===== src/hw/riscv_consts.svh =====
// RV32I encoding constants for opcodes, funct fields and decoded code widths
`ifndef RISCV_CONSTS_SVH
`define RISCV_CONSTS_SVH

// datapath and field widths
`define XLEN        32
`define REG_ADDR_W  5
`define OPC_W       7
`define F3_W        3
`define F7_W        7
`define IMM_FMT_W   3

// widths of the decoded operation codes
`define EXU_OP_W    5               // 17 execute codes need five bits
`define EXU_SEL_W   2
`define LSU_OP_W    4

// major opcodes, inst[6:0]
`define OPC_LUI     7'b0110111
`define OPC_AUIPC   7'b0010111
`define OPC_JAL     7'b1101111
`define OPC_JALR    7'b1100111
`define OPC_OP_IMM  7'b0010011
`define OPC_LOAD    7'b0000011
`define OPC_STORE   7'b0100011
`define OPC_BRANCH  7'b1100011
`define OPC_OP      7'b0110011

// funct3 for OP and OP-IMM
`define F3_ADD_SUB  3'b000
`define F3_SLL      3'b001
`define F3_SLT      3'b010
`define F3_SLTU     3'b011
`define F3_XOR      3'b100
`define F3_SRL_SRA  3'b101
`define F3_OR       3'b110
`define F3_AND      3'b111

// funct3 for jalr, only one value is legal
`define F3_JALR     3'b000

// funct3 for loads
`define F3_LB       3'b000
`define F3_LH       3'b001
`define F3_LW       3'b010
`define F3_LBU      3'b100
`define F3_LHU      3'b101

// funct3 for stores
`define F3_SB       3'b000
`define F3_SH       3'b001
`define F3_SW       3'b010

// funct3 for branches
`define F3_BEQ      3'b000
`define F3_BNE      3'b001
`define F3_BLT      3'b100
`define F3_BGE      3'b101
`define F3_BLTU     3'b110
`define F3_BGEU     3'b111

// funct7 values of the base integer set
`define F7_BASE     7'b0000000
`define F7_ALT      7'b0100000      // sub, sra and srai

`endif


===== src/hw/isa_pkg.sv =====
// instruction word package with the six RV32I format views and the immediate formats
`default_nettype none
`include "riscv_consts.svh"

package isa_pkg;

    typedef struct packed {
        logic [`F7_W-1:0]       funct7;
        logic [`REG_ADDR_W-1:0] rs2;        // also the shamt of slli/srli/srai
        logic [`REG_ADDR_W-1:0] rs1;
        logic [`F3_W-1:0]       funct3;
        logic [`REG_ADDR_W-1:0] rd;
        logic [`OPC_W-1:0]      opcode;
    } r_fmt_t;

    typedef struct packed {
        logic [11:0]            imm_11_0;
        logic [`REG_ADDR_W-1:0] rs1;
        logic [`F3_W-1:0]       funct3;
        logic [`REG_ADDR_W-1:0] rd;
        logic [`OPC_W-1:0]      opcode;
    } i_fmt_t;

    typedef struct packed {
        logic [6:0]             imm_11_5;
        logic [`REG_ADDR_W-1:0] rs2;
        logic [`REG_ADDR_W-1:0] rs1;
        logic [`F3_W-1:0]       funct3;
        logic [4:0]             imm_4_0;
        logic [`OPC_W-1:0]      opcode;
    } s_fmt_t;

    typedef struct packed {
        logic                   imm_12;
        logic [5:0]             imm_10_5;
        logic [`REG_ADDR_W-1:0] rs2;
        logic [`REG_ADDR_W-1:0] rs1;
        logic [`F3_W-1:0]       funct3;
        logic [3:0]             imm_4_1;
        logic                   imm_11;     // sits where rd[0] would be
        logic [`OPC_W-1:0]      opcode;
    } b_fmt_t;

    typedef struct packed {
        logic [19:0]            imm_31_12;
        logic [`REG_ADDR_W-1:0] rd;
        logic [`OPC_W-1:0]      opcode;
    } u_fmt_t;

    typedef struct packed {
        logic                   imm_20;
        logic [9:0]             imm_10_1;
        logic                   imm_11;
        logic [7:0]             imm_19_12;
        logic [`REG_ADDR_W-1:0] rd;
        logic [`OPC_W-1:0]      opcode;
    } j_fmt_t;

    // one 32-bit word, read through whichever view the format calls for
    typedef union packed {
        r_fmt_t r;
        i_fmt_t i;
        s_fmt_t s;
        b_fmt_t b;
        u_fmt_t u;
        j_fmt_t j;
    } inst_u;

    typedef enum logic [`IMM_FMT_W-1:0] {
        IMM_NONE  = '0,
        IMM_I,
        IMM_SHAMT,
        IMM_S,
        IMM_B,
        IMM_U,
        IMM_J
    } imm_fmt_e;

endpackage

`default_nettype wire


===== src/hw/ctrl_pkg.sv =====
// decoded control package with the execute, select and load/store codes and the bundle
`default_nettype none
`include "riscv_consts.svh"

package ctrl_pkg;

    // branch compares get their own codes next to the arithmetic ones
    typedef enum logic [`EXU_OP_W-1:0] {
        EXU_NOP  = '0,                  // unknown instruction
        EXU_ADD,
        EXU_SUB,
        EXU_AND,
        EXU_OR,
        EXU_XOR,
        EXU_SLT,
        EXU_SLTU,
        EXU_SLL,
        EXU_SRL,
        EXU_SRA,
        EXU_BEQ,
        EXU_BNE,
        EXU_BLT,
        EXU_BGE,
        EXU_BLTU,
        EXU_BGEU
    } exu_op_e;

    typedef enum logic [`EXU_SEL_W-1:0] {
        SEL_RS1_RS2 = '0,               // also the unknown-instruction value
        SEL_RS1_IMM,
        SEL_PC_IMM,
        SEL_PC_4                        // link address for jal/jalr
    } exu_sel_e;

    typedef enum logic [`LSU_OP_W-1:0] {
        LSU_NONE = '0,
        LSU_LB,
        LSU_LH,
        LSU_LW,
        LSU_LBU,
        LSU_LHU,
        LSU_SB,
        LSU_SH,
        LSU_SW
    } lsu_op_e;

    typedef struct packed {
        logic                   rd_wr_en;
        logic [`REG_ADDR_W-1:0] rd_addr;
        logic [`REG_ADDR_W-1:0] rs1_addr;
        logic [`REG_ADDR_W-1:0] rs2_addr;
        logic [`XLEN-1:0]       imm;
        logic                   jal_en;
        logic                   jalr_en;
        logic                   branch_en;
        exu_op_e                exu_op;
        exu_sel_e               exu_sel;
        lsu_op_e                lsu_op;
    } dec_ctrl_t;

endpackage

`default_nettype wire


===== src/hw/imm_gen.sv =====
// immediate generator that assembles the 32-bit immediate for a given format
`timescale 1ns/1ps
`default_nettype none
`include "riscv_consts.svh"

module imm_gen (
    input  isa_pkg::inst_u    inst,
    input  isa_pkg::imm_fmt_e imm_fmt,
    output logic [`XLEN-1:0]  imm
);

    import isa_pkg::*;

    logic [`XLEN-1:0] imm_i;
    logic [`XLEN-1:0] imm_shamt;
    logic [`XLEN-1:0] imm_s;
    logic [`XLEN-1:0] imm_b;
    logic [`XLEN-1:0] imm_u;
    logic [`XLEN-1:0] imm_j;

    // sign always comes from inst[31]
    assign imm_i = {{(`XLEN-12){inst.i.imm_11_0[11]}}, inst.i.imm_11_0};

    assign imm_shamt = {{(`XLEN-`REG_ADDR_W){1'b0}}, inst.r.rs2};     // zero extended

    assign imm_s = {{(`XLEN-12){inst.s.imm_11_5[6]}},
                    inst.s.imm_11_5,
                    inst.s.imm_4_0};

    assign imm_b = {{(`XLEN-13){inst.b.imm_12}},
                    inst.b.imm_12,
                    inst.b.imm_11,
                    inst.b.imm_10_5,
                    inst.b.imm_4_1,
                    1'b0};                                              // halfword aligned

    assign imm_u = {inst.u.imm_31_12, 12'b0};

    assign imm_j = {{(`XLEN-21){inst.j.imm_20}},
                    inst.j.imm_20,
                    inst.j.imm_19_12,
                    inst.j.imm_11,
                    inst.j.imm_10_1,
                    1'b0};

    always_comb begin
        case (imm_fmt)
            IMM_I:     imm = imm_i;
            IMM_SHAMT: imm = imm_shamt;
            IMM_S:     imm = imm_s;
            IMM_B:     imm = imm_b;
            IMM_U:     imm = imm_u;
            IMM_J:     imm = imm_j;
            default:   imm = '0;        // IMM_NONE and unused encodings
        endcase
    end

endmodule

`default_nettype wire


===== src/hw/ctrl_decode.sv =====
// control decoder that classifies opcode, funct3 and funct7 into the RV32I control bundle
`timescale 1ns/1ps
`default_nettype none
`include "riscv_consts.svh"

module ctrl_decode (
    input  isa_pkg::inst_u      inst,
    output ctrl_pkg::dec_ctrl_t ctrl,
    output isa_pkg::imm_fmt_e   imm_fmt
);

    import isa_pkg::*;
    import ctrl_pkg::*;

    logic [`OPC_W-1:0] opcode;
    logic [`F3_W-1:0]  funct3;
    logic [`F7_W-1:0]  funct7;
    logic              f7_alt_ok;   // only add/sub and srl/sra may carry F7_ALT
    logic              f7_legal;
    exu_op_e           r_op;        // OP table op, shifts of OP-IMM reuse it
    logic              use_rd;
    logic              use_rs1;
    logic              use_rs2;

    assign opcode = inst.r.opcode;
    assign funct3 = inst.r.funct3;
    assign funct7 = inst.r.funct7;

    assign f7_alt_ok = (funct3 == `F3_ADD_SUB) || (funct3 == `F3_SRL_SRA);
    assign f7_legal  = (funct7 == `F7_BASE) || ((funct7 == `F7_ALT) && f7_alt_ok);

    always_comb begin
        case (funct3)
            `F3_ADD_SUB: r_op = (funct7 == `F7_ALT) ? EXU_SUB : EXU_ADD;
            `F3_SLL:     r_op = EXU_SLL;
            `F3_SLT:     r_op = EXU_SLT;
            `F3_SLTU:    r_op = EXU_SLTU;
            `F3_XOR:     r_op = EXU_XOR;
            `F3_SRL_SRA: r_op = (funct7 == `F7_ALT) ? EXU_SRA : EXU_SRL;
            `F3_OR:      r_op = EXU_OR;
            `F3_AND:     r_op = EXU_AND;
        endcase
    end

    always_comb begin
        ctrl        = '0;
        ctrl.lsu_op = LSU_NONE;
        imm_fmt     = IMM_NONE;
        use_rd      = 1'b0;
        use_rs1     = 1'b0;
        use_rs2     = 1'b0;

        case (opcode)
            `OPC_LUI: begin                     // rd = x0 + imm
                use_rd       = 1'b1;
                ctrl.exu_op  = EXU_ADD;
                ctrl.exu_sel = SEL_RS1_IMM;
                imm_fmt      = IMM_U;
            end
            `OPC_AUIPC: begin                   // rd = pc + imm
                use_rd       = 1'b1;
                ctrl.exu_op  = EXU_ADD;
                ctrl.exu_sel = SEL_PC_IMM;
                imm_fmt      = IMM_U;
            end
            `OPC_JAL: begin                     // rd = pc + 4, target pc + imm
                use_rd       = 1'b1;
                ctrl.jal_en  = 1'b1;
                ctrl.exu_op  = EXU_ADD;
                ctrl.exu_sel = SEL_PC_4;
                imm_fmt      = IMM_J;
            end
            `OPC_JALR: begin
                if (funct3 == `F3_JALR) begin   // target rs1 + imm
                    use_rd       = 1'b1;
                    use_rs1      = 1'b1;
                    ctrl.jalr_en = 1'b1;
                    ctrl.exu_op  = EXU_ADD;
                    ctrl.exu_sel = SEL_PC_4;
                    imm_fmt      = IMM_I;
                end
            end
            `OPC_OP_IMM: begin
                if ((funct3 == `F3_SLL) || (funct3 == `F3_SRL_SRA)) begin
                    if (f7_legal) begin         // funct7 field picks srli or srai
                        use_rd       = 1'b1;
                        use_rs1      = 1'b1;
                        ctrl.exu_op  = r_op;
                        ctrl.exu_sel = SEL_RS1_IMM;
                        imm_fmt      = IMM_SHAMT;
                    end
                end else begin
                    use_rd       = 1'b1;
                    use_rs1      = 1'b1;
                    ctrl.exu_op  = (funct3 == `F3_ADD_SUB) ? EXU_ADD : r_op;    // no subi
                    ctrl.exu_sel = SEL_RS1_IMM;
                    imm_fmt      = IMM_I;
                end
            end
            `OPC_LOAD: begin
                case (funct3)
                    `F3_LB:  ctrl.lsu_op = LSU_LB;
                    `F3_LH:  ctrl.lsu_op = LSU_LH;
                    `F3_LW:  ctrl.lsu_op = LSU_LW;
                    `F3_LBU: ctrl.lsu_op = LSU_LBU;
                    `F3_LHU: ctrl.lsu_op = LSU_LHU;
                    default: ctrl.lsu_op = LSU_NONE;
                endcase
                if (ctrl.lsu_op != LSU_NONE) begin  // address is rs1 + imm
                    use_rd       = 1'b1;
                    use_rs1      = 1'b1;
                    ctrl.exu_op  = EXU_ADD;
                    ctrl.exu_sel = SEL_RS1_IMM;
                    imm_fmt      = IMM_I;
                end
            end
            `OPC_STORE: begin
                case (funct3)
                    `F3_SB:  ctrl.lsu_op = LSU_SB;
                    `F3_SH:  ctrl.lsu_op = LSU_SH;
                    `F3_SW:  ctrl.lsu_op = LSU_SW;
                    default: ctrl.lsu_op = LSU_NONE;
                endcase
                if (ctrl.lsu_op != LSU_NONE) begin  // rs2 carries the store data
                    use_rs1      = 1'b1;
                    use_rs2      = 1'b1;
                    ctrl.exu_op  = EXU_ADD;
                    ctrl.exu_sel = SEL_RS1_IMM;
                    imm_fmt      = IMM_S;
                end
            end
            `OPC_BRANCH: begin
                case (funct3)
                    `F3_BEQ:  ctrl.exu_op = EXU_BEQ;
                    `F3_BNE:  ctrl.exu_op = EXU_BNE;
                    `F3_BLT:  ctrl.exu_op = EXU_BLT;
                    `F3_BGE:  ctrl.exu_op = EXU_BGE;
                    `F3_BLTU: ctrl.exu_op = EXU_BLTU;
                    `F3_BGEU: ctrl.exu_op = EXU_BGEU;
                    default:  ctrl.exu_op = EXU_NOP;
                endcase
                if (ctrl.exu_op != EXU_NOP) begin   // compare rs1 with rs2
                    use_rs1        = 1'b1;
                    use_rs2        = 1'b1;
                    ctrl.branch_en = 1'b1;
                    ctrl.exu_sel   = SEL_RS1_RS2;
                    imm_fmt        = IMM_B;
                end
            end
            `OPC_OP: begin
                if (f7_legal) begin             // M extension funct7 falls out here
                    use_rd       = 1'b1;
                    use_rs1      = 1'b1;
                    use_rs2      = 1'b1;
                    ctrl.exu_op  = r_op;
                    ctrl.exu_sel = SEL_RS1_RS2;
                end
            end
            default: ;                          // unknown opcode keeps the zero bundle
        endcase

        // register fields only when the format uses them
        ctrl.rd_wr_en = use_rd;
        ctrl.rd_addr  = use_rd  ? inst.r.rd  : '0;
        ctrl.rs1_addr = use_rs1 ? inst.r.rs1 : '0;
        ctrl.rs2_addr = use_rs2 ? inst.r.rs2 : '0;
    end

endmodule

`default_nettype wire


===== src/hw/decode_stage.sv =====
// RV32I decode stage that registers the merged control bundle one cycle after the strobe
`timescale 1ns/1ps
`default_nettype none
`include "riscv_consts.svh"

module decode_stage (
    input  logic                clk,
    input  logic                rst_n,
    input  logic                inst_valid,
    input  logic [`XLEN-1:0]    inst,
    output logic                dec_valid,
    output ctrl_pkg::dec_ctrl_t dec
);

    import isa_pkg::*;
    import ctrl_pkg::*;

    inst_u            inst_view;
    imm_fmt_e         imm_fmt;
    logic [`XLEN-1:0] imm;
    dec_ctrl_t        ctrl;
    dec_ctrl_t        merged;

    assign inst_view = inst;

    ctrl_decode u_ctrl (
        .inst    (inst_view),
        .ctrl    (ctrl),
        .imm_fmt (imm_fmt)
    );

    imm_gen u_imm (
        .inst    (inst_view),
        .imm_fmt (imm_fmt),
        .imm     (imm)
    );

    always_comb begin
        merged     = ctrl;
        merged.imm = imm;               // ctrl_decode leaves imm at zero
    end

    always_ff @(posedge clk or negedge rst_n) begin
        if (!rst_n) begin
            dec_valid  <= 1'b0;
            dec        <= '0;
            dec.lsu_op <= LSU_NONE;
        end else begin
            dec_valid <= inst_valid;    // one cycle pulse per strobe
            if (inst_valid) begin
                dec <= merged;          // held across idle cycles
            end
        end
    end

    // the output strobe is the input strobe delayed by exactly one cycle
    a_valid_latency: assert property (
        @(posedge clk) disable iff (!rst_n)
        1'b1 |=> (dec_valid == $past(inst_valid))
    );

    a_one_jump_kind: assert property (
        @(posedge clk) disable iff (!rst_n)
        dec_valid |-> $onehot0({dec.jal_en, dec.jalr_en, dec.branch_en})
    );

    // stores never write back
    a_store_no_rd: assert property (
        @(posedge clk) disable iff (!rst_n)
        dec_valid |-> !(dec.rd_wr_en && (dec.lsu_op inside {LSU_SB, LSU_SH, LSU_SW}))
    );

endmodule

`default_nettype wire


===== config.mk =====
export PLATFORM = sky130hd
export DESIGN_NAME = decode_stage
export DESIGN_NICKNAME = d
export VERILOG_FILES = /design/src/hw/isa_pkg.sv /design/src/hw/ctrl_pkg.sv /design/src/hw/imm_gen.sv /design/src/hw/ctrl_decode.sv /design/src/hw/decode_stage.sv
export VERILOG_INCLUDE_DIRS = /design/src /design/src/hw
export SDC_FILE = /design/constraint.sdc
export NUM_CORES = 1
export LEC_CHECK = 0
export ABC_AREA = 0
export BUFFER_PORTS_ARGS = -buffer_cell sky130_fd_sc_hd__buf_2
export CAP_MARGIN = 0
export CORE_MARGIN = 2
export CORE_UTILIZATION = 55
export DETAILED_ROUTE_END_ITERATION = 12
export PLACE_DENSITY = 0.81
export SYNTH_ARGS = -nofsm -noshare
export SYNTH_HDL_FRONTEND = slang
export SYNTH_HIERARCHICAL = 1
export SYNTH_SLANG_ARGS = --single-unit
export TNS_END_PERCENT = 50

===== constraint.sdc =====
create_clock -name clk -period 0.8 [get_ports clk]
set_input_delay 0.04 -clock clk [delete_from_list [all_inputs] [get_ports clk]]
set_output_delay 0.04 -clock clk [all_outputs]
set_load 0.03 [all_outputs]

Yosys cells after proc, flatten, opt, wreduce, memory -nomap -nowiden
Index checks and enable logic that the tools add are counted.

Flip-flop bits (word level): 63. Bits of input ports: 35.

Eq/ne operators: 23. Multiplexer cells: 41. Reductions and logical operators: 11.

Operators with widths (count): 32-bit case mux with 6 select lines (1); 7-bit case mux with 9 select lines (1); 5-bit case mux with 8 select lines (1); 5-bit case mux with 6 select lines (1); 7-bit by 6-bit equality test with 1-bit output (second input constant) (4); 5-bit 2-to-1 mux (5); 3-bit equality test (second input constant) (7); 7-bit equality test (second input constant) (3); 7-bit 2-to-1 mux (3); 3-bit case mux with 7 select lines (1); 3-bit case mux with 5 select lines (1); 7-bit by 5-bit equality test with 1-bit output (second input constant) (2); 3-bit by 2-bit equality test with 1-bit output (second input constant) (4); 3-bit 2-to-1 mux (4); 4-bit case mux with 3 select lines (1); 1-bit 2-to-1 mux (11); 2-bit 2-to-1 mux (5); 4-bit 2-to-1 mux (2); 4-bit case mux with 2 select lines (1); 4-bit nonzero test (2); 7-bit by 2-bit equality test with 1-bit output (second input constant) (1); 7-bit zero test (1); 3-bit by 1-bit equality test with 1-bit output (second input constant) (2); 1-bit case mux with 6 select lines (1); other kinds (8) (10).

Logic depth before layout (Yosys ltp)
Word-level depth: 9. Gate-level depth with buffers: 11. Depth with buffers taken out: 8.

Modules after synthesis
The synthesis kept the hierarchy.

Modules (own cells, without submodules): decode_stage (cells an instance 132, times used 1, area an instance 2631.3 µm²); ctrl_decode (cells an instance 145, times used 1, area an instance 985.9 µm²); imm_gen (cells an instance 94, times used 1, area an instance 734.5 µm²).

Least setup slack after synthesis
No wires, ideal clock.

Path type: input -> register. From: input port inst[26]. To: register dec[17] (netlist name). Buffers on the path: 1. Data required time: 0.675 ns. Arrival: 2.328 ns. Cell stages on the path: 8. Slack: -1.653 ns. Cell sequence: or4_4 nor4_4 nand2_1 o31ai_1 buf_6 mux2_4 a221o_1 mux2_4.

Word-level cells in the longest chain between the ends: 8.

RTL lines: start: declaration (RTL line decode_stage.sv:10) `` input logic [`XLEN-1:0] inst, ``; 7-bit by 6-bit equality test with 1-bit output (no source line); 1-bit logical AND (RTL line ctrl_decode.sv:30) `` assign f7_legal = (funct7 == `F7_BASE) || ((funct7 == `F7_ALT) && f7_alt_ok); ``; 1-bit logical OR * (RTL line ctrl_decode.sv:30); 2-bit 2-to-1 mux * (RTL line ctrl_decode.sv:85) `if (f7_legal) begin`; 2-bit 2-to-1 mux * (RTL line ctrl_decode.sv:84) `` if ((funct3 == `F3_SLL) || (funct3 == `F3_SRL_SRA)) begin ``; 3-bit case mux with 7 select lines * (RTL line ctrl_decode.sv:53) `case (opcode)`; net imm_fmt[1] (RTL line decode_stage.sv:19) `imm_fmt_e imm_fmt;`; 3-bit equality test (tied with other cells) (RTL line imm_gen.sv:47) `case (imm_fmt)`; 32-bit case mux with 6 select lines * (RTL line imm_gen.sv:47); net imm[3] (RTL line decode_stage.sv:20) `` logic [`XLEN-1:0] imm; ``; end signal: assignment (RTL line decode_stage.sv:51) `dec <= merged;`; end: declaration (RTL line decode_stage.sv:12) `output ctrl_pkg::dec_ctrl_t dec`.

Mark *: on every way through the listed nets, which the timed path passes. The rest lies on a longest branch. A chain may end at the register's enable or synchronous reset.

Worst setup path in the final report
From: input port inst[25]. To: register dec[33] (netlist name).

The elaborated chain is that of the path after synthesis.

==> flow_metrics.py <==
metrics = {
    "routing": {
        "wl_per_cell_um": 28.6,
        "drc_errors": 0,
        "firstDrtPassIters": 7,
        "antenna_left": 0,
        "dr.first_iter.drc_count": 596,
        "vias_per_cell": 6.88,
        "routed_wirelength_um": 17800,
        "vias": 4273,
    },
    "cells_and_area": {
        "fin_nets": 553,
        "drive_gt1_frac": 0.680,
        "diodes": 0,
        "syn2layout_area_growth_pct": 58.8,
        "final_util": 0.900,
    },
    "clock_tree": {
        "clkTransAtPathRegs_ns": 0.08,
        "clock-sinks": 63,
        "cts_made_buffers": 9,
        "cts_root_buf": "clkbuf_8",
        "cts_max_level": 3,
        "cts_tree": "done",
        "clk_latency_ns": 0.36,
        "cts_buffer_depth": 2,
    },
    "timing": {
        "drv_slew": 0,
        "finalClockSkew_ns": 0,
        "tightest_slew_ns": 0.697,
        "period_share": 2.90,
        "hold_viol": 0,
        "min_period_ns": 2.32,
        "clock.fmax_mhz": 431,
        "final.setup.worst_slack_ns": -1.52,
        "setup_tns_ns": -68.13,
        "slew_headroom": 0.529,
        "setup_viol": 125,
        "rsz0062_at_grt": "yes",
    },
    "place": {
        "port_buffers": 97,
        "post-place-ws_ns": -1.72,
        "globalplace.congestion": 0.900,
        "post-dp-hpwl_um": 7790,
    },
    "synth": {
        "syn-cell-area_sq_mm": 0.00411,
        "syn-mean-instance-area_sq_um": 12.2,
        "synthCells": 338,
        "ys_warn_count": 6,
        "syn-num-nets": 373,
    },
    "die": {
        "num_rows": 31,
        "coreArea_sq_mm": 0.00725,
        "die_area_sq_mm": 0.00818,
        "die_x_um": 90.4,
        "io_pins": 98,
        "die_height_um": 90.4,
        "start_util": 0.566,
    },
    "pwr": {
        "leakagePower_nw": 3.18,
        "power_density_mw_per_mm2": 1230,
        "worst_ir_drop_vdd_v": 0.00136,
    },
    "setup_path": {
        "end_kind": "flip-flop",
        "r2r_slack_ns": -0.15,
        "worstSetupPathType": "input port to flip-flop",
        "cp-start-kind": "input port",
        "path_max_fanout": 5,
        "required_ns": 1.04,
        "timing.rr.start": "dec[43]",
        "timing.rr.end": "dec[43]",
        "reg2reg_depth": 2,
        "worstPathArrival_ns": 2.56,
    },
    "grt": {
        "antenna_found_initial": 0,
        "grt_max_degree": 64,
        "grt_pass1_wl_um": 23300,
        "grt_util_all_layers": 0.366,
        "grt_pass1_vias": 4220,
        "overflow": 0,
    },
    "min_path": {
        "worstHoldStart": "inst[15]",
        "hp-class": "input port to flip-flop",
        "whs_endpoint": "dec[51]",
        "whs_path_depth": 3,
    },
    "job": {
        "drv_cap": 0,
    },
    "run_status": {
        "status": "complete, but fails checks",
        "violations": "setup timing",
    },
}
area by class of cell:
cell class / count / area (sq um)
clock inverters: 3 / 42.5
repair buffers: 201 / 1930
inverters: 4 / 17.5
fillers: 246 / 728
clock buffers: 12 / 155
multi-input cells: 239 / 2680
flip-flops and latches: 63 / 1580
well taps: 99 / 124
metal layers:
layer | GRT usage | vias to the layer above | wire (um)
li1 | - | 1620 | -
met1 | 0.449 | 2041 | 6200
met2 | 0.618 | 461 | 8160
met3 | 0.0601 | 151 | 1950
met4 | 0.200 | 0 | 1470
met5 | 0 | - | 0
sequential cells by signal, indices dropped and copies added (netlist names):
name and count:
dec 62, dec_valid 1
worst max-delay path: stages:
cell	delay, ns
buf_6	0.09
or4_4	0.58
nor4_4	0.30
nand2_2	0.14
o31ai_4	0.28
buf_6	0.15
buf_12	0.11
buf_8	0.12
mux2i_1	0.26
o221ai_1	0.19
mux2_4	0.29
worst max-delay path by stage:
stage	start	cells after the start	end	slack (ns)
floorplan	inst[27]	8	dec[17]	-1.65
global placement	inst[27]	9	dec[17]	-1.64
detailed placement	inst[27]	9	dec[17]	-1.72
CTS	inst[27]	9	dec[17]	-1.21
global route	inst[25]	11	dec[28]	-1.54
finish	inst[25]	11	dec[33]	-1.52
cell usage in the layout, fill, tap and decap left out, drive strengths merged, types with 9 or more instances in the layout:
cell type	count
a21boi	15
buf	198
nor3	9
nand4b	12
clkbuf	13
mux2i	9
nand3	15
nand2	15
mux2	66
o221ai	9
dfrtp	63
stage by stage:
step                area [sq um]  std cells  total power (W)  hold slack (ns)
floorplan                   4220        338          0.00409           -0.256
detailed placement          5120        575          0.00459           0.0771
finish                      6530        621          0.00802            0.114
global placement            5120        575          0.00456           0.0747
global route                6530        621          0.00820            0.134
CTS                         6120        607          0.00764            0.113
what timing repair did:
action                                 4_1_cts  5_1_grt
setup endpoints to repair                  123      125
gates resized for setup                    198       70
pin swaps                                   14       38
endpoints found under the hold margin       64        0
gates cloned                                 1        1
setup buffers                               15       21
hold buffers                                 2        0
report_power, final:
group	internal, W	switching, W	total [W]
clock network	0.00159	0.00145	0.00304
registers	0.00325	0.0000648	0.00331
logic	0.000771	0.000902	0.00167
No activity file was read; power rests on OpenSTA's default activity.
